--- src/muldiv_consts.svh ---
`ifndef MULDIV_CONSTS_SVH
`define MULDIV_CONSTS_SVH

// ~~~~~~~~~~~~~~~~~~~~~~~~~~~~~~~~~~~~~~~~~~~~~~~~~~~~~~~~~~~~~~~~~~~~~~~~~~~
// Datapath sizes
// ~~~~~~~~~~~~~~~~~~~~~~~~~~~~~~~~~~~~~~~~~~~~~~~~~~~~~~~~~~~~~~~~~~~~~~~~~~~
`define MULDIV_XLEN        32
`define MULDIV_SLICES      4
`define MULDIV_SLICE_W     (`MULDIV_XLEN / `MULDIV_SLICES)  // Multiplier bits per cycle
`define MULDIV_AWIDTH      8

// ~~~~~~~~~~~~~~~~~~~~~~~~~~~~~~~~~~~~~~~~~~~~~~~~~~~~~~~~~~~~~~~~~~~~~~~~~~~
// APB register map
// ~~~~~~~~~~~~~~~~~~~~~~~~~~~~~~~~~~~~~~~~~~~~~~~~~~~~~~~~~~~~~~~~~~~~~~~~~~~
`define MULDIV_ADDR_SRC_A  8'h00
`define MULDIV_ADDR_SRC_B  8'h04
`define MULDIV_ADDR_CTRL   8'h08                           // Writing here starts a command
`define MULDIV_ADDR_STATUS 8'h0C
`define MULDIV_ADDR_HI     8'h10
`define MULDIV_ADDR_LO     8'h14

// CTRL and STATUS bit positions
`define MULDIV_CTRL_SIGNED   0
`define MULDIV_CTRL_DIV      1
`define MULDIV_STATUS_BUSY   0
`define MULDIV_STATUS_DONE   1
`define MULDIV_STATUS_DBZ    2

`endif

--- src/muldiv_pkg.sv ---
`default_nettype none

`include "muldiv_consts.svh"

package muldiv_pkg;

    // ~~~~~~~~~~~~~~~~~~~~~~~~~~~~~~~~~~~~~~~~~~~~~~~~~~~~~~~~~~~~~~~~~~~~~~~
    // Scalar types
    // ~~~~~~~~~~~~~~~~~~~~~~~~~~~~~~~~~~~~~~~~~~~~~~~~~~~~~~~~~~~~~~~~~~~~~~~
    typedef logic [`MULDIV_XLEN-1:0]   word_t;      // One operand or result word
    typedef logic [2*`MULDIV_XLEN-1:0] dword_t;     // Full width product
    typedef logic [`MULDIV_AWIDTH-1:0] apb_addr_t;  // Register offset on APB

    // ~~~~~~~~~~~~~~~~~~~~~~~~~~~~~~~~~~~~~~~~~~~~~~~~~~~~~~~~~~~~~~~~~~~~~~~
    // Bundles between the register block and the arithmetic units
    // ~~~~~~~~~~~~~~~~~~~~~~~~~~~~~~~~~~~~~~~~~~~~~~~~~~~~~~~~~~~~~~~~~~~~~~~

    // Operands of one operation, held stable until done
    typedef struct packed {
        word_t src_a;      // Dividend or multiplier
        word_t src_b;      // Divisor or multiplicand
        logic  is_signed;
    } muldiv_req_t;

    // Result as the host sees it in HI and LO
    typedef struct packed {
        word_t hi;         // Upper product half or remainder
        word_t lo;         // Lower product half or quotient
    } muldiv_rsp_t;

endpackage

`default_nettype wire

--- src/div_unit.sv ---
`timescale 1ns/1ns
`default_nettype none

`include "muldiv_consts.svh"

module div_unit (
    input  logic                    clk,
    input  logic                    rst_n,
    input  logic                    start,
    input  muldiv_pkg::muldiv_req_t req,
    output logic                    done,
    output muldiv_pkg::muldiv_rsp_t rsp,
    output logic                    div_by_zero
);

    localparam int CNT_W = $clog2(`MULDIV_XLEN);
    localparam logic [CNT_W-1:0] LAST_ITER = CNT_W'(`MULDIV_XLEN - 1);

    typedef enum logic [1:0] {
        ST_IDLE,
        ST_RUN,
        ST_FIX,
        ST_FINISH
    } state_t;

    state_t               state;
    logic [CNT_W-1:0]     iter_cnt;
    logic                 neg_q;
    logic                 neg_r;
    logic                 dbz;

    muldiv_pkg::word_t    quo;        // Dividend bits shift out as quotient bits shift in
    muldiv_pkg::word_t    rem;
    muldiv_pkg::word_t    dsr;        // Divisor magnitude

    logic                 neg_a;
    logic                 neg_b;
    muldiv_pkg::word_t    mag_a;
    muldiv_pkg::word_t    mag_b;
    logic [`MULDIV_XLEN:0] trial;
    logic                 trial_neg;

    // ~~~~~~~~~~~~~~~~~~~~~~~~~~~~~~~~~~~~~~~~~~~~~~~~~~~~~~~~~~~~~~~~~~~~~~~
    // Operand magnitudes and one restoring step
    // ~~~~~~~~~~~~~~~~~~~~~~~~~~~~~~~~~~~~~~~~~~~~~~~~~~~~~~~~~~~~~~~~~~~~~~~
    assign neg_a = req.is_signed & req.src_a[`MULDIV_XLEN-1];
    assign neg_b = req.is_signed & req.src_b[`MULDIV_XLEN-1];
    assign mag_a = neg_a ? -req.src_a : req.src_a;
    assign mag_b = neg_b ? -req.src_b : req.src_b;

    assign trial     = {rem, quo[`MULDIV_XLEN-1]} - {1'b0, dsr};
    assign trial_neg = trial[`MULDIV_XLEN];  // Borrow means the divisor did not fit

    // ~~~~~~~~~~~~~~~~~~~~~~~~~~~~~~~~~~~~~~~~~~~~~~~~~~~~~~~~~~~~~~~~~~~~~~~
    // Control
    // ~~~~~~~~~~~~~~~~~~~~~~~~~~~~~~~~~~~~~~~~~~~~~~~~~~~~~~~~~~~~~~~~~~~~~~~
    always_ff @(posedge clk or negedge rst_n) begin
        if (!rst_n) begin
            state    <= ST_IDLE;
            iter_cnt <= '0;
            neg_q    <= 1'b0;
            neg_r    <= 1'b0;
            dbz      <= 1'b0;
        end else begin
            case (state)
                ST_IDLE: begin
                    if (start) begin
                        iter_cnt <= '0;
                        neg_q    <= neg_a ^ neg_b;
                        neg_r    <= neg_a;
                        dbz      <= (req.src_b == '0);
                        // A zero divisor bypasses the iterations entirely
                        state    <= (req.src_b == '0) ? ST_FIX : ST_RUN;
                    end
                end
                ST_RUN: begin
                    iter_cnt <= iter_cnt + 1'b1;
                    if (iter_cnt == LAST_ITER) begin
                        state <= ST_FIX;
                    end
                end
                ST_FIX:    state <= ST_FINISH;
                ST_FINISH: state <= ST_IDLE;
                default:   state <= ST_IDLE;
            endcase
        end
    end

    // ~~~~~~~~~~~~~~~~~~~~~~~~~~~~~~~~~~~~~~~~~~~~~~~~~~~~~~~~~~~~~~~~~~~~~~~
    // Quotient and remainder datapath
    // ~~~~~~~~~~~~~~~~~~~~~~~~~~~~~~~~~~~~~~~~~~~~~~~~~~~~~~~~~~~~~~~~~~~~~~~
    always_ff @(posedge clk) begin
        if (state == ST_IDLE && start) begin
            dsr <= mag_b;
            if (req.src_b == '0) begin
                quo <= '1;            // Fixed result for a zero divisor
                rem <= req.src_a;     // HI returns the raw dividend
            end else begin
                quo <= mag_a;
                rem <= '0;
            end
        end else if (state == ST_RUN) begin
            quo <= {quo[`MULDIV_XLEN-2:0], ~trial_neg};
            rem <= trial_neg ? {rem[`MULDIV_XLEN-2:0], quo[`MULDIV_XLEN-1]}
                             : trial[`MULDIV_XLEN-1:0];
        end else if (state == ST_FIX && !dbz) begin
            // Quotient truncates toward zero, remainder follows the dividend
            if (neg_q) begin
                quo <= -quo;
            end
            if (neg_r) begin
                rem <= -rem;
            end
        end
    end

    assign done        = (state == ST_FINISH);
    assign rsp.hi      = rem;
    assign rsp.lo      = quo;
    assign div_by_zero = dbz;

    a_start_idle: assert property (@(posedge clk) disable iff (!rst_n)
        start |-> state == ST_IDLE)
        else $error("div_unit received start while an operation was running");

endmodule

`default_nettype wire

--- src/muldiv_regs.sv ---
`timescale 1ns/1ns
`default_nettype none

`include "muldiv_consts.svh"

module muldiv_regs (
    input  logic                    clk,
    input  logic                    rst_n,

    // APB slave
    input  logic                    psel,
    input  logic                    penable,
    input  logic                    pwrite,
    input  muldiv_pkg::apb_addr_t   paddr,
    input  muldiv_pkg::word_t       pwdata,
    output muldiv_pkg::word_t       prdata,
    output logic                    pready,
    output logic                    pslverr,

    // Arithmetic units
    output muldiv_pkg::muldiv_req_t req,
    output logic                    mult_start,
    output logic                    div_start,
    input  logic                    mult_done,
    input  logic                    div_done,
    input  muldiv_pkg::muldiv_rsp_t mult_rsp,
    input  muldiv_pkg::muldiv_rsp_t div_rsp,
    input  logic                    div_by_zero
);

    muldiv_pkg::word_t       src_a;
    muldiv_pkg::word_t       src_b;
    muldiv_pkg::word_t       hi;
    muldiv_pkg::word_t       lo;
    logic                    ctrl_signed;
    logic                    ctrl_div;
    logic                    busy;
    logic                    st_done;
    logic                    st_dbz;

    logic                    access;
    logic                    wr_en;
    logic                    ctrl_wr;
    logic                    ctrl_accept;
    logic                    unit_done;
    muldiv_pkg::muldiv_rsp_t done_rsp;
    muldiv_pkg::word_t       ctrl_word;
    muldiv_pkg::word_t       status_word;

    // ~~~~~~~~~~~~~~~~~~~~~~~~~~~~~~~~~~~~~~~~~~~~~~~~~~~~~~~~~~~~~~~~~~~~~~~
    // APB decode
    // ~~~~~~~~~~~~~~~~~~~~~~~~~~~~~~~~~~~~~~~~~~~~~~~~~~~~~~~~~~~~~~~~~~~~~~~
    assign access      = psel & penable;  // No wait states so every access phase completes
    assign wr_en       = access & pwrite;
    assign ctrl_wr     = wr_en & (paddr == `MULDIV_ADDR_CTRL);
    assign ctrl_accept = ctrl_wr & ~busy;

    assign pready  = 1'b1;
    assign pslverr = ctrl_wr & busy;      // Command refused while one is in flight

    // ~~~~~~~~~~~~~~~~~~~~~~~~~~~~~~~~~~~~~~~~~~~~~~~~~~~~~~~~~~~~~~~~~~~~~~~
    // Operand registers
    // ~~~~~~~~~~~~~~~~~~~~~~~~~~~~~~~~~~~~~~~~~~~~~~~~~~~~~~~~~~~~~~~~~~~~~~~
    always_ff @(posedge clk) begin
        if (wr_en && paddr == `MULDIV_ADDR_SRC_A) begin
            src_a <= pwdata;
        end
        if (wr_en && paddr == `MULDIV_ADDR_SRC_B) begin
            src_b <= pwdata;
        end
        // The units see a frozen copy so the host may reload operands early
        if (ctrl_accept) begin
            req.src_a     <= src_a;
            req.src_b     <= src_b;
            req.is_signed <= pwdata[`MULDIV_CTRL_SIGNED];
        end
    end

    // ~~~~~~~~~~~~~~~~~~~~~~~~~~~~~~~~~~~~~~~~~~~~~~~~~~~~~~~~~~~~~~~~~~~~~~~
    // Command, status and result
    // ~~~~~~~~~~~~~~~~~~~~~~~~~~~~~~~~~~~~~~~~~~~~~~~~~~~~~~~~~~~~~~~~~~~~~~~
    assign unit_done = mult_done | div_done;
    assign done_rsp  = div_done ? div_rsp : mult_rsp;

    always_ff @(posedge clk or negedge rst_n) begin
        if (!rst_n) begin
            ctrl_signed <= 1'b0;
            ctrl_div    <= 1'b0;
            busy        <= 1'b0;
            st_done     <= 1'b0;
            st_dbz      <= 1'b0;
            mult_start  <= 1'b0;
            div_start   <= 1'b0;
            hi          <= '0;
            lo          <= '0;
        end else begin
            mult_start <= 1'b0;
            div_start  <= 1'b0;
            if (ctrl_accept) begin
                ctrl_signed <= pwdata[`MULDIV_CTRL_SIGNED];
                ctrl_div    <= pwdata[`MULDIV_CTRL_DIV];
                busy        <= 1'b1;
                st_done     <= 1'b0;
                st_dbz      <= 1'b0;
                mult_start  <= ~pwdata[`MULDIV_CTRL_DIV];
                div_start   <= pwdata[`MULDIV_CTRL_DIV];
            end
            if (unit_done) begin
                busy    <= 1'b0;
                st_done <= 1'b1;
                st_dbz  <= div_done & div_by_zero;
                hi      <= done_rsp.hi;
                lo      <= done_rsp.lo;
            end
        end
    end

    // ~~~~~~~~~~~~~~~~~~~~~~~~~~~~~~~~~~~~~~~~~~~~~~~~~~~~~~~~~~~~~~~~~~~~~~~
    // Read back
    // ~~~~~~~~~~~~~~~~~~~~~~~~~~~~~~~~~~~~~~~~~~~~~~~~~~~~~~~~~~~~~~~~~~~~~~~
    always_comb begin
        ctrl_word                         = '0;
        ctrl_word[`MULDIV_CTRL_SIGNED]    = ctrl_signed;
        ctrl_word[`MULDIV_CTRL_DIV]       = ctrl_div;
        status_word                       = '0;
        status_word[`MULDIV_STATUS_BUSY]  = busy;
        status_word[`MULDIV_STATUS_DONE]  = st_done;
        status_word[`MULDIV_STATUS_DBZ]   = st_dbz;
    end

    always_comb begin
        case (paddr)
            `MULDIV_ADDR_SRC_A:  prdata = src_a;
            `MULDIV_ADDR_SRC_B:  prdata = src_b;
            `MULDIV_ADDR_CTRL:   prdata = ctrl_word;
            `MULDIV_ADDR_STATUS: prdata = status_word;
            `MULDIV_ADDR_HI:     prdata = hi;
            `MULDIV_ADDR_LO:     prdata = lo;
            default:             prdata = '0;
        endcase
    end

    a_done_when_busy: assert property (@(posedge clk) disable iff (!rst_n)
        (mult_done || div_done) |-> busy)
        else $error("Arithmetic unit reported done with no command in flight");

endmodule

`default_nettype wire

--- src/muldiv_top.sv ---
`timescale 1ns/1ns
`default_nettype none

module muldiv_top (
    input  logic                  clk,
    input  logic                  rst_n,
    input  logic                  psel,
    input  logic                  penable,
    input  logic                  pwrite,
    input  muldiv_pkg::apb_addr_t paddr,
    input  muldiv_pkg::word_t     pwdata,
    output muldiv_pkg::word_t     prdata,
    output logic                  pready,
    output logic                  pslverr
);

    muldiv_pkg::muldiv_req_t req;
    muldiv_pkg::muldiv_rsp_t mult_rsp;
    muldiv_pkg::muldiv_rsp_t div_rsp;
    logic                    mult_start;
    logic                    div_start;
    logic                    mult_done;
    logic                    div_done;
    logic                    div_by_zero;

    // Register block steers both units through one shared request
    muldiv_regs u_regs (
        .clk         (clk),
        .rst_n       (rst_n),
        .psel        (psel),
        .penable     (penable),
        .pwrite      (pwrite),
        .paddr       (paddr),
        .pwdata      (pwdata),
        .prdata      (prdata),
        .pready      (pready),
        .pslverr     (pslverr),
        .req         (req),
        .mult_start  (mult_start),
        .div_start   (div_start),
        .mult_done   (mult_done),
        .div_done    (div_done),
        .mult_rsp    (mult_rsp),
        .div_rsp     (div_rsp),
        .div_by_zero (div_by_zero)
    );

    mult_unit u_mult (
        .clk   (clk),
        .rst_n (rst_n),
        .start (mult_start),
        .req   (req),
        .done  (mult_done),
        .rsp   (mult_rsp)
    );

    div_unit u_div (
        .clk         (clk),
        .rst_n       (rst_n),
        .start       (div_start),
        .req         (req),
        .done        (div_done),
        .rsp         (div_rsp),
        .div_by_zero (div_by_zero)
    );

endmodule

`default_nettype wire

--- src/mult_unit.sv ---
`timescale 1ns/1ns
`default_nettype none

`include "muldiv_consts.svh"

module mult_unit (
    input  logic                    clk,
    input  logic                    rst_n,
    input  logic                    start,
    input  muldiv_pkg::muldiv_req_t req,
    output logic                    done,
    output muldiv_pkg::muldiv_rsp_t rsp
);

    localparam int SLICE_W = `MULDIV_SLICE_W;
    localparam int CNT_W   = $clog2(`MULDIV_SLICES + 1);
    localparam logic [CNT_W-1:0] LAST_SLICE = CNT_W'(`MULDIV_SLICES);

    typedef enum logic [1:0] {
        ST_IDLE,
        ST_RUN,
        ST_FINISH
    } state_t;

    state_t               state;
    logic [CNT_W-1:0]     slice_cnt;
    logic                 negate;

    muldiv_pkg::word_t    mp;         // Remaining multiplier magnitude
    muldiv_pkg::dword_t   mc;         // Multiplicand aligned to the current slice
    muldiv_pkg::dword_t   sum;

    logic                 neg_a;
    logic                 neg_b;
    muldiv_pkg::word_t    mag_a;
    muldiv_pkg::word_t    mag_b;
    muldiv_pkg::dword_t   slice_ext;
    muldiv_pkg::dword_t   partial;
    muldiv_pkg::dword_t   product;
    logic                 run_stop;

    // ~~~~~~~~~~~~~~~~~~~~~~~~~~~~~~~~~~~~~~~~~~~~~~~~~~~~~~~~~~~~~~~~~~~~~~~
    // Operand magnitudes and the per-slice partial product
    // ~~~~~~~~~~~~~~~~~~~~~~~~~~~~~~~~~~~~~~~~~~~~~~~~~~~~~~~~~~~~~~~~~~~~~~~
    assign neg_a = req.is_signed & req.src_a[`MULDIV_XLEN-1];
    assign neg_b = req.is_signed & req.src_b[`MULDIV_XLEN-1];
    assign mag_a = neg_a ? -req.src_a : req.src_a;  // SRC_A drives the slices
    assign mag_b = neg_b ? -req.src_b : req.src_b;

    assign slice_ext = {{(2*`MULDIV_XLEN-SLICE_W){1'b0}}, mp[SLICE_W-1:0]};
    assign partial   = slice_ext * mc;

    // Nothing left to add once the multiplier has run out of set bits
    assign run_stop = (mp == '0) || (slice_cnt == LAST_SLICE);

    // ~~~~~~~~~~~~~~~~~~~~~~~~~~~~~~~~~~~~~~~~~~~~~~~~~~~~~~~~~~~~~~~~~~~~~~~
    // Control
    // ~~~~~~~~~~~~~~~~~~~~~~~~~~~~~~~~~~~~~~~~~~~~~~~~~~~~~~~~~~~~~~~~~~~~~~~
    always_ff @(posedge clk or negedge rst_n) begin
        if (!rst_n) begin
            state     <= ST_IDLE;
            slice_cnt <= '0;
            negate    <= 1'b0;
        end else begin
            case (state)
                ST_IDLE: begin
                    if (start) begin
                        state     <= ST_RUN;
                        slice_cnt <= '0;
                        negate    <= neg_a ^ neg_b;
                    end
                end
                ST_RUN: begin
                    if (run_stop) begin
                        state <= ST_FINISH;
                    end else begin
                        slice_cnt <= slice_cnt + 1'b1;
                    end
                end
                ST_FINISH: state <= ST_IDLE;
                default:   state <= ST_IDLE;
            endcase
        end
    end

    // ~~~~~~~~~~~~~~~~~~~~~~~~~~~~~~~~~~~~~~~~~~~~~~~~~~~~~~~~~~~~~~~~~~~~~~~
    // Shift and accumulate datapath
    // ~~~~~~~~~~~~~~~~~~~~~~~~~~~~~~~~~~~~~~~~~~~~~~~~~~~~~~~~~~~~~~~~~~~~~~~
    always_ff @(posedge clk) begin
        if (state == ST_IDLE && start) begin
            mp  <= mag_a;
            mc  <= {{`MULDIV_XLEN{1'b0}}, mag_b};
            sum <= '0;
        end else if (state == ST_RUN && !run_stop) begin
            sum <= sum + partial;
            mp  <= mp >> SLICE_W;
            mc  <= mc << SLICE_W;
        end
    end

    assign product = negate ? -sum : sum;  // Sign applied only at the end
    assign done    = (state == ST_FINISH);
    assign rsp.hi  = product[2*`MULDIV_XLEN-1:`MULDIV_XLEN];
    assign rsp.lo  = product[`MULDIV_XLEN-1:0];

    a_start_idle: assert property (@(posedge clk) disable iff (!rst_n)
        start |-> state == ST_IDLE)
        else $error("mult_unit received start while an operation was running");

endmodule

`default_nettype wire

--- config.mk ---
export PLATFORM = sky130hd
export DESIGN_NAME = muldiv_top
export DESIGN_NICKNAME = d
export VERILOG_FILES = /design/src/muldiv_pkg.sv /design/src/div_unit.sv /design/src/muldiv_regs.sv /design/src/muldiv_top.sv /design/src/mult_unit.sv
export VERILOG_INCLUDE_DIRS = /design/src
export SDC_FILE = /design/constraint.sdc
export NUM_CORES = 2
export LEC_CHECK = 0
export BUFFER_PORTS_ARGS = -buffer_cell sky130_fd_sc_hd__buf_2
export CORE_MARGIN = 2
export CORE_UTILIZATION = 45
export DETAILED_ROUTE_END_ITERATION = 6
export PLACE_DENSITY = 0.68
export SKIP_LAST_GASP = 1
export SLEW_MARGIN = 5
export SYNTH_ARGS = -nofsm -noshare
export SYNTH_HDL_FRONTEND = slang
export SYNTH_SLANG_ARGS = --single-unit
--- constraint.sdc ---
create_clock -name clk -period 5 [get_ports clk]
set_input_delay 0.25 -clock clk [delete_from_list [all_inputs] [get_ports clk]]
set_output_delay 0.25 -clock clk [all_outputs]
set_load 0.02 [all_outputs]
# Word-level counts from Yosys, hierarchy flattened
# Index checks and enable logic that the tools add are counted.
# word_totals
regBits	472
latchBits	0
ram_bits	0
rom_bits	0
in_bits	45
output_inout_bits	34
wordCells	137
memories	0
# classes
add_sub_neg	9
mul	1
div	0
order_cmp	0
n_eq_ne	17
shift	0
muxes	39
bitwise	13
n_reduce_logical	29
# ops
cell	count
$mux W32	17
$pmux W32 S6	1
$mux W64	2
$neg A32 Y32	4
$add A64 B64 Y64	1
$logic_not A32 Y1	2
$mul A8 B64 Y64	1
$neg A64 Y64	1
$sub A33 B32 Y33	1
$eq A8 B4 Y1 const B	2
$eq A8 B5 Y1 const B	2
$reduce_and A2 Y1	7
$mux W2	5
$pmux W5 S2	1
$reduce_bool A3 Y1	3
$and A1 B1 Y1	8
$eq A8 B3 Y1 const B	1
$logic_not A8 Y1	1
$pmux W2 S4	1
$reduce_bool A2 Y1	4
$mux W1	7
$eq A2 B2 Y1 const B	3
$logic_and A1 B1 Y1	6
$mux W3	2
17 further kinds	25

# Longest topological paths before layout
# depth
word_depth	6
mapped_depth	23
depth_no_buf	21

# Modules after synthesis
# From an unflattened synthesis, not the netlist that was laid out.
# hier_totals
cells_unflattened	4591
area_unflattened_um2	42473.2
# modules_own_cells
module	instances	cells_each	area_per_inst_um2	seq_area_each_um2
mult_unit	1	3028	25431.9	3993.8
div_unit	1	998	8882.3	3133.0
muldiv_regs	1	565	8159.1	5650.4

# Worst setup path before layout
# Ideal clock, no wire load.
# synth_timing
path_type	register to register
startpoint	register u_mult.mp[1]
endpoint	register u_mult.sum[50]
setup_ps	114
arrival_time_ps	5404
required_time_ps	4886
setup_slack_ps	-519
path_stages_with_launch	22
path_buffers	2
period_less_slack_ps	5519
cell_sequence	edfxtp_1 -> clkbuf_1 -> buf_1 -> nand2_1 -> fa_1 -> inv_1 -> fa_1 -> fa_1 -> inv_1 -> fa_1 -> inv_1 -> ha_1 -> a21oi_1 -> o211ai_1 -> nand4_1 -> a21oi_1 -> o311ai_0 -> nand3b_1 -> a21oi_1 -> o21ai_0 -> and3_1 -> a2111oi_0
# synth_via
elab_chain_cells	4
elab_cells_between_ends	6
cone_classes	add/sub: 1; mul: 1; reduce/logical: 4
# synth_rtl
item	line	text
from (decl)	mult_unit.sv:29	muldiv_pkg::word_t mp;
from (signal assigned)	mult_unit.sv:91	mp <= mag_a;
from (signal assigned)	mult_unit.sv:96	mp <= mp >> SLICE_W;
branches (longest 4 deep; another with $mul A8 B64 Y64)	--	
to (signal assigned)	mult_unit.sv:95	sum <= sum + partial;
to (decl)	mult_unit.sv:31	muldiv_pkg::dword_t sum;
# Parallel ways; which one is timed is not known.
# A chain may end at the register's enable or synchronous reset.

# Worst setup path in the final report
# layout_timing
startpoint	register u_mult.mp[3]
endpoint	register u_mult.sum[57]
# The elaborated chain is that of the path after synthesis.

==> key figures <==
Status
  • Status: complete, but fails checks
  • Failing checks: negative setup slack

Setup path
  • Startpoint Class: flop
  • CP max stage cell: fa_2
  • Crit. End Element: flop
  • Critical Path Fanout Max: 7
  • CP max stage delay: 540 ps
  • Crit path cell chain: buf_12 -> buf_8 -> and2_4 -> fa_2 -> fa_1 -> fa_1 -> inv_1 -> fa_1 -> inv_2 -> ha_4 -> nand3_2 -> buf_6 -> a21oi_2 -> a21o_1 -> o211ai_1 -> buf_4 -> a21oi_4 -> o31ai_4 -> buf_12 -> a21oi_4 -> o22ai_2 -> or4b_4 -> o211ai_1
  • CP arrival: 6070 ps
  • Crit path top cell by count: fa_1
  • Crit Path Class: reg -> reg
  • CP required: 5550 ps

Floorplan
  • Die width: 305 µm
  • I/O pin count: 79
  • Core ar.: 0.0899 mm²
  • Initial Util: 45.4%
  • Std-Cell Rows: 110
  • Die Y: 305 µm
  • Die ar.: 0.0930 mm²

STA
  • RSZ-0062 raised after global routing: true
  • Fmax: 181 MHz
  • Final Max Tran Viols: 0
  • Final setup viols: 43
  • Max Clock Skew: 27.8 ps
  • Final hold vios: 0
  • Slack of the critical path: -519 ps
  • Slew at the pin closest to its max-slew limit: 1240 ps
  • Fin crit share: 110%
  • Final min period: 5520 ps
  • Slew HR: 17.3%

Clock tree
  • TritonCTS clock tree: built
  • Root Buffer: clkbuf_16
  • CTS Sinks: 472
  • Worst-case clock buffer depth: 3
  • Clock latency on the worst-skew pair: 630 ps
  • H-Tree Level Count: 2
  • Clk pin slew, worst setup/hold paths: 60 ps
  • Num CTS Buffers: 53

Worst hold path
  • HP Class: in -> async

Synthesis
  • Top cell type's share of synthesized area: 21.3%
  • Most used flip-flop cell after synthesis: edfxtp_1
  • Syn Area/Cell: 9.12 µm²
  • Syn nets: 5042
  • Ys Warns: 0
  • Asr flop ratio synth: 18.4%
  • Post-synthesis sequential area ratio: 31.3%
  • Most frequent cells after synthesis: nand2_1, inv_1, fa_1
  • Count leader, synth: nand2_1
  • FF+latch count, synth: 472
  • Distinct cells, synth: 80
  • Top cells by area, synth: edfxtp_1, fa_1, nand2_1, and2_1, dfrtp_1
  • EDFF count, synth: 289
  • Yosys top cell by area: edfxtp_1
  • Synthesized instance count: 4468
  • Post-Syn Area: 0.0408 mm²

Detailed routing
  • Post-DRT Antenna Nets: 0
  • DRC: 0
  • Vias per cell: 5.79
  • DRT iter0 DRCs: 3884
  • Vias: 35700
  • WL/cell: 23.2 µm
  • DRT Wirelength: 143000 µm
  • TritonRoute pass-1 iters: 6

Place
  • IO buf count: 77
  • Detailed Place HPWL: 109000 µm
  • RePlAce Congestion: 0.983
  • Placed cell area: 0.0456 mm²

Power
  • Lkg Pwr: 21.5 nW
  • Pwr Density: 505 mW/mm²
  • VDD IR max: 0.421 mV

GRT
  • Congestion Overflow GR: 0
  • Vias in the first global route: 35300
  • Global Route Usage Sum: 30.5%
  • Antenna violations before repair: 14
  • First-pass GRT wire length: 216000 µm
  • Largest net degree at the start of global routing: 94

Cells and area
  • Layout cells sized above 1: 19.8%
  • Post-layout util: 55.6%
  • Final instance area: 0.0500 mm²
  • Final Net Count: 5505
  • Synth-to-Final Area Change: 22.6%

Flow run
  • Max-Cap Viols: 0
[timing repair]
action,4_1_cts,5_1_grt
gates cloned,7,1
buffers inserted,50,25
hold endpoints to repair,97,0
resized for setup,231,115
pin swaps,145,127
endpoints found under the setup margin,46,47
hold buffers,33,0
[report_power, final]
part	total, mW	switching, mW	internal, mW
logic	15.4	8.17	7.19
clock network	4.05	1.76	2.28
registers	5.84	0.877	4.96
[metrics by stage]
step / hold slack [ps] / TNS, ps / std cells / total power [mW] / setup WS [ps]
floorplan: -45.6 / -324 / 4468 / 13.3 / -104
global placement: 237 / -16370 / 5942 / 18.6 / -668
detailed placement: 243 / -19040 / 5942 / 18.7 / -783
CTS: 143 / -9830 / 6126 / 24.3 / -467
global route: 188 / -18920 / 6154 / 26.8 / -660
finish: 160 / -13530 / 6161 / 25.2 / -519
[per-layer routing]
layer	track usage [%]	wire length, µm	part of all wire, %
met4	14.7	7740	5.4
met3	6.29	13900	9.7
met1	39.5	55000	38
met2	48.9	66200	46
met5	0	74	0.052
[layout make-up]
cell class	instances	area [µm²]
clock buffers	70	1500
diodes	9	22.5
well taps	1176	1470
flip-flops and latches	472	12800
clock inverters	30	263
inverters	560	2100
repair buffers	638	5210
fillers	7809	39900
multi-input cells	3206	26600
[worst paths after layout]
kind	cells after the start	from	slack (ps)	end
min in group clk	4	paddr[2]	230	u_regs.busy
worst max-delay path	23	u_mult.mp[3]	-520	u_mult.sum[57]
max in group asynchronous	3	rst_n	3600	u_regs.lo[3]
worst max register to register	23	u_mult.mp[3]	-520	u_mult.sum[57]
worst min-delay path	2	rst_n	160	u_regs.hi[28]
worst min register to register	0	u_regs.src_b[25]	450	u_regs.req[26]
[cell usage in the layout, fill, tap and decap left out, types with 18 or more instances in the layout]
cell / n
nand2b_1: 26
xnor2_1: 153
ha_1: 76
xor2_1: 85
a211oi_1: 21
o21ai_0: 228
a31oi_1: 28
buf_4: 462
edfxtp_1: 289
dfxtp_1: 96
dfrtp_1: 86
buf_6: 38
dlygate4sd3_1: 33
mux2i_1: 26
nor2_1: 183
fa_1: 386
nand3_1: 36
nor3_1: 46
or3_1: 18
clkbuf_16: 57
o31ai_1: 22
nand4_1: 29
buf_2: 77
o211ai_1: 23
ha_4: 40
a21oi_2: 34
o21ai_1: 22
a21o_1: 47
fa_2: 25
nand2_1: 642
a22oi_1: 100
inv_1: 539
and2_1: 344
a21oi_1: 214
nor4_1: 34
buf_12: 19
inv_2: 21
[registers in the layout, summed over array words and instances (netlist names), 32 cells and up]
register and cells:
u_div.dsr 32, u_regs.req 65, u_mult.mp 32, u_div.rem 32, u_mult.sum 64, u_regs.src_b 32, u_regs.lo 32, u_regs.hi 32
u_mult.mc 64, u_regs.src_a 32, u_div.quo 32
[worst max-delay path, delay by kind of cell, from the launching register on]
kind	cells	cell delay [ps]
buffers and inverters	7	880
flip-flops	1	510
AND/OR/NAND/NOR	3	780
AO/OA/AOI/OAI	8	1020
adder cells (fa/ha/maj)	5	2250
[cells by family (layout without fill, tap and decap cells)]
family,after synthesis,in the layout,share of synthesized area (%)
adder cells (fa/ha/maj),529,529,23.8
AND/OR/NAND/NOR,1504,1504,18.0
XOR/XNOR,247,247,5.31
other,1,10,0.00920
flip-flops,472,472,31.3
multiplexers,28,28,0.694
AO/OA/AOI/OAI,897,897,13.6
buffers and inverters,790,1298,7.32
No activity file was read; power rests on OpenSTA's default activity.
